==> config.mk <==
export PLATFORM = sky130hd
export DESIGN_NAME = tlp_rcv_top
export DESIGN_NICKNAME = d
export VERILOG_FILES = /design/src/design/pcie_tlp_pkg.sv /design/src/design/rx_stream_pkg.sv /design/src/design/tlp_rx_decode.sv /design/src/design/tlp_wr_channel.sv /design/src/design/tlp_req_ctrl.sv /design/src/design/tlp_rcv_top.sv
export SDC_FILE = /design/constraint.sdc
export NUM_CORES = 1
export LEC_CHECK = 0
export BUFFER_PORTS_ARGS = -buffer_cell sky130_fd_sc_hd__buf_2
export CORE_AREA = 2 2 254 256
export CTS_CLUSTER_SIZE = 12
export DETAILED_ROUTE_END_ITERATION = 7
export DIE_AREA = 0 0 256 258
export PLACE_DENSITY = 0.56
export SKIP_CTS_REPAIR_TIMING = 1
export SYNTH_ARGS = -nofsm -noshare
export SYNTH_HDL_FRONTEND = slang
export SYNTH_SLANG_ARGS = --single-unit
==> constraint.sdc <==
create_clock -name clk -period 13 [get_ports clk]
set_clock_uncertainty 0.2 [all_clocks]
set_input_delay 0.65 -clock clk [delete_from_list [all_inputs] [get_ports clk]]
set_output_delay 0.65 -clock clk [all_outputs]
set_load 0.01 [all_outputs]
==> src/design/pcie_tlp_pkg.sv <==
// TLP format/type codes, header field widths, TLP kind enum and decoded header structs
`default_nettype none

package pcie_tlp_pkg;

    //////////////////////////////////////////////////
    // format and type codes, {fmt[2:0], type[4:0]}
    //////////////////////////////////////////////////
    localparam logic [7:0] FMT_TYPE_MRD32   = 8'h00;
    localparam logic [7:0] FMT_TYPE_MRD64   = 8'h20;
    localparam logic [7:0] FMT_TYPE_MRDLK32 = 8'h01;
    localparam logic [7:0] FMT_TYPE_MRDLK64 = 8'h21;
    localparam logic [7:0] FMT_TYPE_MWR32   = 8'h40;
    localparam logic [7:0] FMT_TYPE_MWR64   = 8'h60;
    localparam logic [7:0] FMT_TYPE_CPLD    = 8'h4A;
    localparam logic [7:0] FMT_TYPE_CPLDLK  = 8'h4B;

    // header field widths
    localparam int LEN_W   = 10;
    localparam int ADDR_W  = 64;
    localparam int TAG_W   = 8;
    localparam int ID_W    = 16;
    localparam int BCNT_W  = 12;
    localparam int LADDR_W = 7;

    typedef enum logic [1:0] {
        TLP_NONE,
        TLP_MRD,
        TLP_MWR,
        TLP_CPLD
    } tlp_kind_e;

    //////////////////////////////////////////////////
    // decoded headers
    //////////////////////////////////////////////////
    typedef struct packed {
        logic [2:0]        tc;
        logic [2:0]        attr;
        logic [LEN_W-1:0]  len;
        logic [ID_W-1:0]   req_id;
        logic [TAG_W-1:0]  tag;
        logic [ADDR_W-1:0] addr;
    } mrd_hdr_t;

    typedef struct packed {
        logic [LEN_W-1:0]  len;
        logic [7:0]        dwbe;
        logic [ADDR_W-1:0] addr;
        logic [1:0]        bar_hit;
    } mwr_hdr_t;

    // multi_cpl set when more completions follow for this tag
    typedef struct packed {
        logic [LEN_W-1:0]   len;
        logic [TAG_W-1:0]   tag;
        logic [LADDR_W-1:0] low_addr;
        logic [BCNT_W-1:0]  byte_cnt;
        logic               multi_cpl;
    } cpld_hdr_t;

endpackage

`default_nettype wire

==> src/design/rx_stream_pkg.sv <==
// stream beat widths, halt vector width, stream and write beat structs, dword byte swap
`default_nettype none

package rx_stream_pkg;

    localparam int DATA_W    = 128;
    localparam int KEEP_W    = 4;
    localparam int USER_W    = 8;
    localparam int RX_HALT_W = 3;

    // one beat as it comes from the PCIe core
    typedef struct packed {
        logic              valid;
        logic [DATA_W-1:0] data;
        logic [KEEP_W-1:0] keep;
        logic              last;
        logic [USER_W-1:0] user;
    } rx_beat_t;

    // payload beat towards the write side, keep is per dword
    typedef struct packed {
        logic [DATA_W-1:0] data;
        logic [KEEP_W-1:0] dw_vld;
    } wr_beat_t;

    // little to big endian, bytes reversed inside each dword
    function automatic logic [DATA_W-1:0] dw_byte_swap(input logic [DATA_W-1:0] din);
        logic [DATA_W-1:0] dout;
        for (int dw = 0; dw < KEEP_W; dw++)
        begin
            for (int b = 0; b < 4; b++)
            begin
                dout[dw*32 + b*8 +: 8] = din[dw*32 + (3-b)*8 +: 8];
            end
        end
        return dout;
    endfunction

endpackage

`default_nettype wire

==> src/design/tlp_rx_decode.sv <==
// receive pipeline, idle/header/data FSM, header classification and field extraction
`default_nettype none
`timescale 1ns/1ps

module tlp_rx_decode
(
    input  wire                           clk,
    input  wire                           rst_n,
    input  wire rx_stream_pkg::rx_beat_t  i_beat,
    output logic                          o_trdy,
    output pcie_tlp_pkg::mrd_hdr_t        o_mrd_hdr,
    output logic                          o_mrd_seen,
    output logic                          o_cpld_last_seen,
    output pcie_tlp_pkg::mwr_hdr_t        o_mwr_hdr,
    output logic                          o_mwr_hdr_stb,
    output pcie_tlp_pkg::cpld_hdr_t       o_cpld_hdr,
    output logic                          o_cpld_hdr_stb,
    output rx_stream_pkg::wr_beat_t       o_wr_beat,
    output logic                          o_mwr_beat_stb,
    output logic                          o_cpld_beat_stb
);

    // state describes the beat sitting in stage 2
    typedef enum logic [1:0] {ST_IDLE, ST_HEAD, ST_DATA} rx_state_e;

    rx_stream_pkg::rx_beat_t         beat_s1;
    rx_stream_pkg::rx_beat_t         beat_s2;
    rx_state_e                       state;
    rx_state_e                       next_state;
    pcie_tlp_pkg::tlp_kind_e         hdr_kind;
    pcie_tlp_pkg::tlp_kind_e         pay_kind;
    logic [7:0]                      fmt_type;
    logic [pcie_tlp_pkg::ADDR_W-1:0] hdr_addr;
    logic                            tlp_open;
    logic                            hdr_vld;
    logic                            pay_vld;

    //////////////////////////////////////////////////
    // input register stages, no back-pressure
    //////////////////////////////////////////////////
    always_ff @(posedge clk or negedge rst_n)
    begin
        if (!rst_n)
        begin
            beat_s1 <= '0;
            beat_s2 <= '0;
        end
        else
        begin
            beat_s1 <= i_beat;
            beat_s2 <= beat_s1;
        end
    end

    assign o_trdy = 1'b1;

    //////////////////////////////////////////////////
    // receive FSM
    //////////////////////////////////////////////////
    // payload still expected once the stage 2 beat has moved on
    always_comb
    begin
        case (state)
            ST_HEAD: tlp_open = beat_s2.data[30] && !beat_s2.last;
            ST_DATA: tlp_open = !(beat_s2.valid && beat_s2.last);
            default: tlp_open = 1'b0;
        endcase
    end

    always_comb
    begin
        if (tlp_open)
            next_state = ST_DATA;
        else if (beat_s1.valid)
            next_state = ST_HEAD;
        else
            next_state = ST_IDLE;
    end

    always_ff @(posedge clk or negedge rst_n)
    begin
        if (!rst_n)
            state <= ST_IDLE;
        else
            state <= next_state;
    end

    assign hdr_vld = (state == ST_HEAD) && beat_s2.valid;
    assign pay_vld = (state == ST_DATA) && beat_s2.valid;

    //////////////////////////////////////////////////
    // header classification
    //////////////////////////////////////////////////
    assign fmt_type = beat_s2.data[31:24];

    always_comb
    begin
        case (fmt_type)
            pcie_tlp_pkg::FMT_TYPE_MRD32,
            pcie_tlp_pkg::FMT_TYPE_MRD64,
            pcie_tlp_pkg::FMT_TYPE_MRDLK32,
            pcie_tlp_pkg::FMT_TYPE_MRDLK64: hdr_kind = pcie_tlp_pkg::TLP_MRD;
            pcie_tlp_pkg::FMT_TYPE_MWR32,
            pcie_tlp_pkg::FMT_TYPE_MWR64:   hdr_kind = pcie_tlp_pkg::TLP_MWR;
            pcie_tlp_pkg::FMT_TYPE_CPLD,
            pcie_tlp_pkg::FMT_TYPE_CPLDLK:  hdr_kind = pcie_tlp_pkg::TLP_CPLD;
            default:                        hdr_kind = pcie_tlp_pkg::TLP_NONE;
        endcase
    end

    // fmt bit 0 marks a 4DW header with a 64-bit address
    assign hdr_addr = fmt_type[5] ? {beat_s2.data[95:64], beat_s2.data[127:98], 2'b00}
                                  : {32'b0, beat_s2.data[95:66], 2'b00};

    // kind of the open TLP, steers its payload beats
    always_ff @(posedge clk or negedge rst_n)
    begin
        if (!rst_n)
            pay_kind <= pcie_tlp_pkg::TLP_NONE;
        else if (hdr_vld)
            pay_kind <= hdr_kind;
    end

    //////////////////////////////////////////////////
    // field extraction
    //////////////////////////////////////////////////
    assign o_mrd_seen       = hdr_vld && (hdr_kind == pcie_tlp_pkg::TLP_MRD);
    assign o_mwr_hdr_stb    = hdr_vld && (hdr_kind == pcie_tlp_pkg::TLP_MWR);
    assign o_cpld_hdr_stb   = hdr_vld && (hdr_kind == pcie_tlp_pkg::TLP_CPLD);
    // user[3] flags the final completion for a tag
    assign o_cpld_last_seen = o_cpld_hdr_stb && beat_s2.user[3];

    // read request fields go straight to the completion side
    always_ff @(posedge clk)
    begin
        if (o_mrd_seen)
        begin
            o_mrd_hdr.tc     <= beat_s2.data[22:20];
            o_mrd_hdr.attr   <= {beat_s2.data[18], beat_s2.data[13:12]};
            o_mrd_hdr.len    <= beat_s2.data[9:0];
            o_mrd_hdr.req_id <= beat_s2.data[63:48];
            o_mrd_hdr.tag    <= beat_s2.data[47:40];
            o_mrd_hdr.addr   <= hdr_addr;
        end
    end

    always_comb
    begin
        o_mwr_hdr.len  = beat_s2.data[9:0];
        o_mwr_hdr.dwbe = beat_s2.data[39:32];
        o_mwr_hdr.addr = hdr_addr;
        // first payload beat is one stage behind the header
        o_mwr_hdr.bar_hit = beat_s1.user[5:4];

        o_cpld_hdr.len       = beat_s2.data[9:0];
        o_cpld_hdr.tag       = beat_s2.data[79:72];
        o_cpld_hdr.low_addr  = beat_s2.data[70:64];
        o_cpld_hdr.byte_cnt  = beat_s2.data[43:32];
        o_cpld_hdr.multi_cpl = !beat_s2.user[3];
    end

    // shared payload, headers are never swapped
    assign o_wr_beat.data   = rx_stream_pkg::dw_byte_swap(beat_s2.data);
    assign o_wr_beat.dw_vld = beat_s2.keep;

    assign o_mwr_beat_stb  = pay_vld && (pay_kind == pcie_tlp_pkg::TLP_MWR);
    assign o_cpld_beat_stb = pay_vld && (pay_kind == pcie_tlp_pkg::TLP_CPLD);

    a_state_legal: assert property (@(posedge clk) disable iff (!rst_n)
        state inside {ST_IDLE, ST_HEAD, ST_DATA});

    // the beat after a last beat is always a header
    a_beat_in_data: assert property (@(posedge clk) disable iff (!rst_n)
        (o_mwr_beat_stb || o_cpld_beat_stb) |-> !$past(beat_s2.valid && beat_s2.last));

endmodule

`default_nettype wire

==> src/design/tlp_wr_channel.sv <==
// write channel, holds a decoded header and registers payload beats with a start strobe
`default_nettype none
`timescale 1ns/1ps

module tlp_wr_channel
#(
    parameter type hdr_t = pcie_tlp_pkg::mwr_hdr_t
)
(
    input  wire                           clk,
    input  wire                           rst_n,
    input  wire hdr_t                     i_hdr,
    input  wire                           i_hdr_stb,
    input  wire rx_stream_pkg::wr_beat_t  i_beat,
    input  wire                           i_beat_stb,
    output hdr_t                          o_hdr,
    output logic                          o_wr_start,
    output rx_stream_pkg::wr_beat_t       o_wr_beat
);

    //////////////////////////////////////////////////
    // header hold
    //////////////////////////////////////////////////
    // stays valid for the whole TLP and until the next header
    always_ff @(posedge clk)
    begin
        if (i_hdr_stb)
            o_hdr <= i_hdr;
    end

    //////////////////////////////////////////////////
    // payload beats
    //////////////////////////////////////////////////
    always_ff @(posedge clk or negedge rst_n)
    begin
        if (!rst_n)
            o_wr_start <= 1'b0;
        else
            o_wr_start <= i_beat_stb;
    end

    // data only meaningful while o_wr_start is high
    always_ff @(posedge clk)
    begin
        if (i_beat_stb)
            o_wr_beat <= i_beat;
    end

    // a header beat never carries payload
    a_hdr_beat_excl: assert property (@(posedge clk) disable iff (!rst_n)
        !(i_hdr_stb && i_beat_stb));

endmodule

`default_nettype wire

==> src/design/tlp_req_ctrl.sv <==
// completion request hold, completion tag release pulse and receive halt vector
`default_nettype none
`timescale 1ns/1ps

module tlp_req_ctrl
(
    input  wire                                 clk,
    input  wire                                 rst_n,
    input  wire                                 i_mrd_seen,
    input  wire                                 i_cpld_last_seen,
    input  wire                                 i_cpld_req_rdy,
    input  wire                                 i_cpld_tx_rdy,
    input  wire                                 i_tag_full,
    output logic                                o_cpld_req_vld,
    output logic                                o_cpld_rcv,
    output logic [rx_stream_pkg::RX_HALT_W-1:0] o_rx_halt
);

    // a new read wins over an accept in the same cycle
    always_ff @(posedge clk or negedge rst_n)
    begin
        if (!rst_n)
            o_cpld_req_vld <= 1'b0;
        else if (i_mrd_seen)
            o_cpld_req_vld <= 1'b1;
        else if (i_cpld_req_rdy)
            o_cpld_req_vld <= 1'b0;
    end

    // tag release on the last completion only
    always_ff @(posedge clk or negedge rst_n)
    begin
        if (!rst_n)
            o_cpld_rcv <= 1'b0;
        else
            o_cpld_rcv <= i_cpld_last_seen;
    end

    //////////////////////////////////////////////////
    // halt vector: posted, non-posted, completions
    //////////////////////////////////////////////////
    always_ff @(posedge clk or negedge rst_n)
    begin
        if (!rst_n)
            o_rx_halt <= '0;
        else
            o_rx_halt <= {1'b0, !i_cpld_tx_rdy, i_tag_full};
    end

    a_req_hold: assert property (@(posedge clk) disable iff (!rst_n)
        $fell(o_cpld_req_vld) |-> $past(i_cpld_req_rdy));

endmodule

`default_nettype wire

==> src/design/tlp_rcv_top.sv <==
// receive top level, decode with MWr and CplD write channels and request control
`default_nettype none
`timescale 1ns/1ps

module tlp_rcv_top
(
    input  wire                                 clk,
    input  wire                                 rst_n,
    // stream from the PCIe core
    input  wire                                 i_axis_tvld,
    input  wire [rx_stream_pkg::DATA_W-1:0]     i_axis_tdata,
    input  wire [rx_stream_pkg::KEEP_W-1:0]     i_axis_tkeep,
    input  wire                                 i_axis_tlast,
    input  wire [rx_stream_pkg::USER_W-1:0]     i_axis_tuser,
    output logic                                o_axis_trdy,
    // completion side
    input  wire                                 i_cpld_req_rdy,
    input  wire                                 i_cpld_tx_rdy,
    input  wire                                 i_tag_full,
    output pcie_tlp_pkg::mrd_hdr_t              o_mrd_hdr,
    output logic                                o_cpld_req_vld,
    output logic                                o_cpld_rcv,
    output logic [rx_stream_pkg::RX_HALT_W-1:0] o_rx_halt,
    // write side
    output pcie_tlp_pkg::mwr_hdr_t              o_mwr_hdr,
    output logic                                o_mwr_wr_start,
    output rx_stream_pkg::wr_beat_t             o_mwr_beat,
    output pcie_tlp_pkg::cpld_hdr_t             o_cpld_hdr,
    output logic                                o_cpld_wr_start,
    output rx_stream_pkg::wr_beat_t             o_cpld_beat
);

    rx_stream_pkg::rx_beat_t   rx_beat;
    pcie_tlp_pkg::mwr_hdr_t    mwr_hdr;
    pcie_tlp_pkg::cpld_hdr_t   cpld_hdr;
    rx_stream_pkg::wr_beat_t   wr_beat;
    logic                      mwr_hdr_stb;
    logic                      cpld_hdr_stb;
    logic                      mwr_beat_stb;
    logic                      cpld_beat_stb;
    logic                      mrd_seen;
    logic                      cpld_last_seen;

    assign rx_beat.valid = i_axis_tvld;
    assign rx_beat.data  = i_axis_tdata;
    assign rx_beat.keep  = i_axis_tkeep;
    assign rx_beat.last  = i_axis_tlast;
    assign rx_beat.user  = i_axis_tuser;

    tlp_rx_decode decode_i (
        .clk              (clk),
        .rst_n            (rst_n),
        .i_beat           (rx_beat),
        .o_trdy           (o_axis_trdy),
        .o_mrd_hdr        (o_mrd_hdr),
        .o_mrd_seen       (mrd_seen),
        .o_cpld_last_seen (cpld_last_seen),
        .o_mwr_hdr        (mwr_hdr),
        .o_mwr_hdr_stb    (mwr_hdr_stb),
        .o_cpld_hdr       (cpld_hdr),
        .o_cpld_hdr_stb   (cpld_hdr_stb),
        .o_wr_beat        (wr_beat),
        .o_mwr_beat_stb   (mwr_beat_stb),
        .o_cpld_beat_stb  (cpld_beat_stb)
    );

    //////////////////////////////////////////////////
    // write channels
    //////////////////////////////////////////////////
    tlp_wr_channel #(.hdr_t(pcie_tlp_pkg::mwr_hdr_t)) mwr_chan_i (
        .clk        (clk),
        .rst_n      (rst_n),
        .i_hdr      (mwr_hdr),
        .i_hdr_stb  (mwr_hdr_stb),
        .i_beat     (wr_beat),
        .i_beat_stb (mwr_beat_stb),
        .o_hdr      (o_mwr_hdr),
        .o_wr_start (o_mwr_wr_start),
        .o_wr_beat  (o_mwr_beat)
    );

    tlp_wr_channel #(.hdr_t(pcie_tlp_pkg::cpld_hdr_t)) cpld_chan_i (
        .clk        (clk),
        .rst_n      (rst_n),
        .i_hdr      (cpld_hdr),
        .i_hdr_stb  (cpld_hdr_stb),
        .i_beat     (wr_beat),
        .i_beat_stb (cpld_beat_stb),
        .o_hdr      (o_cpld_hdr),
        .o_wr_start (o_cpld_wr_start),
        .o_wr_beat  (o_cpld_beat)
    );

    tlp_req_ctrl req_ctrl_i (
        .clk              (clk),
        .rst_n            (rst_n),
        .i_mrd_seen       (mrd_seen),
        .i_cpld_last_seen (cpld_last_seen),
        .i_cpld_req_rdy   (i_cpld_req_rdy),
        .i_cpld_tx_rdy    (i_cpld_tx_rdy),
        .i_tag_full       (i_tag_full),
        .o_cpld_req_vld   (o_cpld_req_vld),
        .o_cpld_rcv       (o_cpld_rcv),
        .o_rx_halt        (o_rx_halt)
    );

endmodule

`default_nettype wire

==> results.md, run 1 <==
* Run status: finished clean
* Post-synthesis sequential area ratio at 96.2%
* WS Path Type: flop to flop
* CP Data Arrival Time at 4000 ps
* NetSw at 0.000954 W
* Final Hold Viols at 0
* Vias at 11308
* # setup viols final at 0
* Clk network pwr share at 42.7%
* Syn Area/Cell at 25.6 um^2
* CP Capture Type: flop
* Final period util at 30.5%
* Initial DRC count at 554
* Worst Path Required at 13030 ps
* Die Area at 0.0660 mm^2
* Final #Nets at 1888
* Setup total negative slack at 0 ps
* GRT Total Usage at 16.1%
* Switching Share at 19.7%
* Startpoint types: flop
* CTS tree: yes
* Worst-Margin Slew at 991 ps
* Core area at 0.0636 mm^2
* Initial Util at 35.4%
* Multi-input gate area at 808 um^2
* Rows at 93
* Max-slew violations at 0
* Post-synth ARST share at 36.7%
* Pwr dens at 158 mW/mm^2
* DR DRC count at 0
* Storage cell area at 0.0217 mm^2
* Share of layout cells above drive strength 1 at 43.6%
* Combinational share of power at 2.1%
* Max Clock Freq at 252 MHz
* Clock-pin slew on the worst setup and hold paths at 60 ps
* Most frequent cells in the layout: 632 x buf_2, 486 x edfxtp_1, 281 x dfrtp_1, 138 x dlygate4sd3_1, 79 x clkbuf_16
* Number of clock sinks at 768
* HP Class: input port to flop
* Die Wd at 256 um
* Post-layout util at 48.1%
* Total gr overflow at 0
* Yosys reg bits at 768
* Vias in the first global route at 11534
* Clk buf depth at 3
* DR vias/cell at 4.25
* Remaining antenna violation count after routing at 0
* Drt first pass iters at 4
* GP Congestion at 0.787
* Initial antenna violation count at 5
* Fillers at 5423
* H-tree depth at 3
* Sequential Power Share at 55.2%
* Largest net degree at the start of global routing at 87
* Synth-to-layout area growth at 36.0%
* Final Power at 0.00485 W
* Most common cell after layout, fill and taps aside: buf_2
* Total of max-cap violations at 0
* Top FF cell, synth: edfxtp_1
* Hpwl dp at 35.9 mm
* Internal power at 0.00390 W
* Static leakage at 12.3 nW
* Unrepaired setup endpoints after global routing: false
* Clk Latency, worst-skew pair at 610 ps
* First-pass GRT wire length at 77.7 mm
* Syn Std Cell Area at 0.0225 mm^2
* Peak VDD IR at 0.0960 mV
* # port buffers at 633
* Post-Synthesis Cells at 880
* Avg WL per Cell at 20.5 um
* Post-synth cell types at 28
* Root Driver: clkbuf_16
* Worst Path Max Fanout at 45
* Ys Warns at 0
* Num CTS Buffers at 79
* Top-Level Pins at 645
* Routed WL at 54.6 mm
* Number of synthesized flops with an enable pin at 486
* Slew headroom at 33.9%
* Post-route minimum period at 3970 ps
* Chip Height at 258 um
==> routing by layer <==
layer	GRT usage (%)	vias up	wire, um
li1	-	4986	-
met1	18.4	5743	20600
met2	27.1	460	28100
met3	6.01	115	4070
met4	6.89	4	1810
met5	0	-	24
==> synthesized netlist by cell type (2+ instances only) <==
cell	number	area [um^2]
buf_4	6	45.0
nand2b_1	2	12.5
or3_1	2	12.5
nor2_1	2	7.51
dfrtp_1	282	7060
o21ai_0	2	10.0
buf_2	4	20.0
mux2_2	30	338
ha_1	2	25.0
inv_1	5	18.8
nand2_1	4	15.0
and2_1	32	200
nor3_1	2	10.0
edfxtp_1	486	14600
nor2b_1	3	18.8
conb_1	2	7.51
clkbuf_1	3	11.3
==> sequential cells by signal, summed over array words and instances, names as in the netlist, 2 cells and up <==
signal and count:
decode_i.beat_s2 3, decode_i.beat_s1 135, decode_i.pay_kind 2, mwr_chan_i.o_hdr 82, decode_i.o_wr_beat 95, decode_i.state 2, decode_i.o_mrd_hdr 102, mwr_chan_i.o_wr_beat 132
req_ctrl_i.o_rx_halt 2, decode_i.o_mwr_hdr 2, cpld_chan_i.o_wr_beat 132, cpld_chan_i.o_hdr 38, decode_i.o_cpld_hdr 37
==> stage by stage <==
stage	setup WS, ps	area [um^2]	hold slack [ps]	instances
final	9030	30600	68.1	2662
after global routing	8780	30600	12.3	2660
after CTS	8910	29200	-144	2519
after detailed placement	8930	26800	135	2375
after global placement	8890	26800	131	2375
after floorplan	3510	22500	131	884
==> cell type report <==
cell class                      instances  area share, %
Clock buffer                          131           7.29
Multi-Input combinational cell         98           2.64
Timing Repair Buffer                  787           15.3
Clock inverter                         13          0.425
Inverter                                5         0.0613
Sequential cell                       768           70.8
Antenna cell                            5         0.0409
Tap cell                              855           3.50
==> power by group through the flow <==
stage	Combinational, W	Clock [W]	Sequential [W]
after floorplan	0.0000208	0	0.00271
after global placement	0.0000654	0	0.00272
after detailed placement	0.0000679	0	0.00273
after CTS	0.0000682	0.00213	0.00268
after global routing	0.000112	0.00222	0.00268
final	0.000101	0.00207	0.00268
==> logic make-up (layout without fill, tap and decap cells) <==
family / Yosys count / in the layout / synth area share (%)
AO/OA/AOI/OAI: 7 / 7 / 0.245
other: 2 / 11 / 0.0334
flip-flops: 768 / 768 / 96.2
multiplexers: 30 / 30 / 1.50
adder cells (fa/ha/maj): 2 / 2 / 0.111
buffers and inverters: 18 / 936 / 0.423
AND/OR/NAND/NOR: 53 / 53 / 1.48
==> path summary, 6_finish.rpt <==
check,depth (start not counted),slack [ps],startpoint,to
max,7,9030,decode_i.state[1],decode_i.o_mrd_hdr[58]
min,1,70,i_axis_tdata[80],decode_i.beat_s1[93]
max reg2reg,7,9030,decode_i.state[1],decode_i.o_mrd_hdr[58]
min reg2reg,0,130,decode_i.beat_s1[99],decode_i.o_wr_beat[82]
max in group asynchronous,4,9950,rst_n,decode_i.beat_s1[11]
min in group asynchronous,2,470,rst_n,decode_i.beat_s1[49]
==> critical path, cell delays in order, from the launching register on <==
cell and delay (ps):
dfrtp_1 380, inv_1 60, ha_1 150, nand2_1 120
or3_1 450, nor2b_4 690, buf_4 640, buf_4 710
Note: power is estimated with default switching activity, not from simulation.
==> inputs of run 2 (changes only) <==
--- a/config.mk
+++ b/config.mk
@@ -5,12 +5,13 @@
 export SDC_FILE = /design/constraint.sdc
 export NUM_CORES = 1
 export LEC_CHECK = 0
+export ABC_AREA = 1
 export BUFFER_PORTS_ARGS = -buffer_cell sky130_fd_sc_hd__buf_2
-export CORE_AREA = 2 2 254 256
+export CORE_AREA = 2 2 253 255
 export CTS_CLUSTER_SIZE = 12
 export DETAILED_ROUTE_END_ITERATION = 7
-export DIE_AREA = 0 0 256 258
-export PLACE_DENSITY = 0.56
+export DIE_AREA = 0 0 255 257
+export PLACE_DENSITY = 0.59
 export SKIP_CTS_REPAIR_TIMING = 1
 export SYNTH_ARGS = -nofsm -noshare
 export SYNTH_HDL_FRONTEND = slang
==> constraint.sdc (replaced) <==
create_clock -name clk -period 3.5 [get_ports clk]
set_clock_uncertainty 0.2 [all_clocks]
set_input_delay 0.175 -clock clk [delete_from_list [all_inputs] [get_ports clk]]
set_output_delay 0.175 -clock clk [all_outputs]
set_load 0.01 [all_outputs]
==> run 2 against run 1 <==
The flow now finishes with violations (hold timing). Cell count rose by 5.7%. Routed wire length rose by 2.8%. Synthesized cell count rose by 13%. Utilization rose by 2.1 points. Clock-buffer cell count fell by 4. Critical path depth did not move. Setup slack got worse by 7900 ps. Global-route usage rose by 0.23 points. Largest power group unchanged.
==> results.md, run 2 <==
* Num CTS Buffers at 79 (unchanged)
* Worst Path Required at 3520 ps (-9510 ps)
* # port buffers at 633 (unchanged)
* Syn Std Cell Area at 0.0226 mm^2 (+0.38%)
* Switching Share at 20.0% (+0.35 points)
* Critical-path cell list: nand2_1 -> nor2_2 -> nand2_2 -> nand2_2 -> nand2_1 -> nor2_4 -> buf_4
* Startpoint types: flop
* Avg WL per Cell at 19.9 um (-2.8%)
* Clock-pin slew on the worst setup and hold paths at 70 ps (about the same)
* Max-slew violations at 0 (unchanged)
* CTS tree: yes
* Top FF cell, synth: edfxtp_1
* Final #Nets at 2051 (+8.6%)
* Multi-input gate area at 714 um^2 (-12%)
* Pwr dens at 586 mW/mm^2 (+270%)
* Ys Warns at 0 (unchanged)
* Number of flip-flops in the largest register at 135 (unchanged)
* Core area at 0.0627 mm^2 (-1.4%)
* Sequential Power Share at 53.9% (-1.3 points)
* Clk network pwr share at 43.6% (+0.9 points)
* GP Congestion at 0.778 (-1.1%)
* H-tree depth at 3 (unchanged)
* Count leader, synth: edfxtp_1
* Static leakage at 13.1 nW (+7.0%)
* Worst-Margin Slew at 919 ps (-72.1 ps)
* HP Class: input port to asynchronous set/reset pin
* FF-to-FF path depth at 7 (unchanged)
* Total of max-cap violations at 0 (unchanged)
* Peak VDD IR at 0.458 mV (+380%)
* Number of clock sinks at 768 (unchanged)
* CP Capture Type: flop
* Final Hold Viols at 8 (+8)
* Internal power at 0.0148 W (+280%)
* Share of layout cells above drive strength 1 at 39.2% (-4.5 points)
* Remaining antenna violation count after routing at 0 (unchanged)
* Largest net degree at the start of global routing at 87 (unchanged)
* Place WS at 1180 ps (-7760 ps)
* Vias in the first global route at 11980 (+3.9%)
* Number of synthesized flops with an enable pin at 486 (unchanged)
* Initial antenna violation count at 3 (-2)
* Unrepaired setup endpoints after global routing: false
* Die Wd at 255 um (-0.39%)
* Fillers at 5132 (-5.4%)
* Synth-to-layout area growth at 39.4%
* Most common cell after layout, fill and taps aside: buf_2
* First-pass GRT wire length at 78.4 mm (+0.85%)
* Drt first pass iters at 6 (+2)
* Final WS setup at 1140 ps (-7890 ps)
* Clk Latency, worst-skew pair at 610 ps (about the same)
* Hpwl dp at 35.9 mm (+0.12%)
* DR DRC count at 0 (unchanged)
* GRT Total Usage at 16.3% (+0.23 points)
* Synth area leaders: edfxtp_1 65%, dfrtp_1 31%, nand2_1 2.2%, inv_1 0.83%, buf_2 0.20%
* Critical-path top delay cell: buf_4
* # setup viols final at 0 (unchanged)
* NetSw at 0.00369 W (+290%)
* Most frequent cells in the layout: 632 x buf_2, 486 x edfxtp_1, 281 x dfrtp_1, 190 x dlygate4sd3_1, 132 x nand2_1
* Combinational share of power at 2.5% (+0.4 points)
* Storage cell area at 0.0217 mm^2 (about the same)
* Failing checks: hold timing
* WS Path Type: flop to flop
* Rows at 92 (-1.1%)
* Most flop-heavy register: decode_i.beat_s1
* Top flop regs: decode_i.beat_s1: 135 flops, cpld_chan_i.o_wr_beat: 132 flops, mwr_chan_i.o_wr_beat: 132 flops
* Post-synth ARST share at 36.7% (unchanged)
* Slew headroom at 38.7% (+4.8 points)
* Initial Util at 36.0% (+0.65 points)
* DR vias/cell at 4.28 (+0.85%)
* Worst Path Max Fanout at 45 (unchanged)
* Root Driver: clkbuf_16
* Chip Height at 257 um (-0.39%)
* Yosys reg bits at 768 (unchanged)
* Initial DRC count at 585 (+5.6%)
* Hold_ws at -25.7 ps (-93.8 ps)
* Syn Area/Cell at 22.8 um^2 (-11%)
* Leading area contributor after synthesis: edfxtp_1
* Top cell type's share of synthesized area at 64.6% (-0.25 points)
* Vias at 12055 (+6.6%)
* Post-Synthesis Cells at 993 (+13%)
* Clk buf depth at 3 (unchanged)
* Final period util at 67.4% (+37 points)
* Post-route minimum period at 2360 ps (-1610 ps)
* Top cells by count, synth: 486 x edfxtp_1, 282 x dfrtp_1, 132 x nand2_1
* Total gr overflow at 0 (unchanged)
* Post-synthesis sequential area ratio at 95.8% (-0.37 points)
* Run status: finished, violations left
* Post-synth cell types at 19 (-32%)
* Routed WL at 56.1 mm (+2.8%)
* Die Area at 0.0655 mm^2 (-0.78%)
* Max Clock Freq at 424 MHz (+68%)
* CP Data Arrival Time at 2380 ps (-1620 ps)
* Top-Level Pins at 645 (unchanged)
* Crit-path max cell delay at 570 ps (-140 ps)
==> run 2: cell types whose count changed in the layout (fill, tap and decap cells not counted), sizes merged, moves of 4 or more <==
cell,delta
inv,+47
and2,-32
mux2,-30
nand2,+131
clkbuf,-4
nor2,+9
dlygate4sd3,+52
==> run 2: final timing paths <==
check,startpoint,slack (ps),to
max,decode_i.o_wr_beat[10],1140,decode_i.o_mrd_hdr[95]
min,rst_n,-30,decode_i.beat_s1[127]
min reg2reg,decode_i.beat_s1[45],130,decode_i.o_cpld_hdr[1]
max in group asynchronous,rst_n,2160,decode_i.beat_s1[15]
min in group clk,i_axis_tdata[60],10,decode_i.beat_s1[73]
max reg2reg,decode_i.o_wr_beat[10],1140,decode_i.o_mrd_hdr[95]
==> run 2: cells by family (layout without fill, tap and decap cells) <==
group	count (synthesis)	count (layout)	synth area share (%)
flip-flops	768	768	95.8
AND/OR/NAND/NOR	150	150	2.61
buffers and inverters	66	1033	1.28
AO/OA/AOI/OAI	5	5	0.127
adder cells (fa/ha/maj)	2	2	0.111
other	2	10	0.0332
==> run 2: through the flow <==
step           total power, W  TNS [ps]  std cells  utilization, %  cell area, um^2
2_1_floorplan          0.0102   -533180        997               -            22700
3_3_place_gp           0.0104         0       2477            43.2            27100
3_5_place_dp           0.0104         0       2477            43.2            27100
4_1_cts                0.0185         0       2620            47.1            29600
5_1_grt                0.0191         0       2813            50.2            31500
6_report               0.0184         0       2814            50.2            31500
==> run 2: layout make-up <==
cell class | instances | share of cell area [%]
flip-flops and latches | 768 | 68.8
repair buffers | 840 | 17.1
clock buffers | 127 | 7.18
well taps | 846 | 3.36
multi-input cells | 163 | 2.27
clock inverters | 16 | 0.727
inverters | 50 | 0.596
diodes | 4 | 0.0318
==> run 2: layer usage <==
metal,up-vias,wire (um),track usage (%)
met1,6136,20600,18.8
met2,486,29700,28.0
met3,92,4280,5.24
li1,5341,-,-
met5,-,0,0
met4,0,1470,6.55
==> run 2: critical path, delay by kind of cell, from the launching register on <==
family                 cells  cell delay, ps
and+or+nand+nor            6             660
buffers and inverters      1             570
DFF                        1             450
==> run 2: power by group through the flow <==
| stage | clock network [W] | logic [W] | registers, W |
|---|---|---|---|
| 3_3_place_gp | 0 | 0.000279 | 0.0101 |
| 5_1_grt | 0.00863 | 0.000509 | 0.00996 |
| 3_5_place_dp | 0 | 0.000287 | 0.0101 |
| 6_report | 0.00804 | 0.000457 | 0.00994 |
| 2_1_floorplan | 0 | 0.0000814 | 0.0101 |
| 4_1_cts | 0.00827 | 0.000288 | 0.00995 |
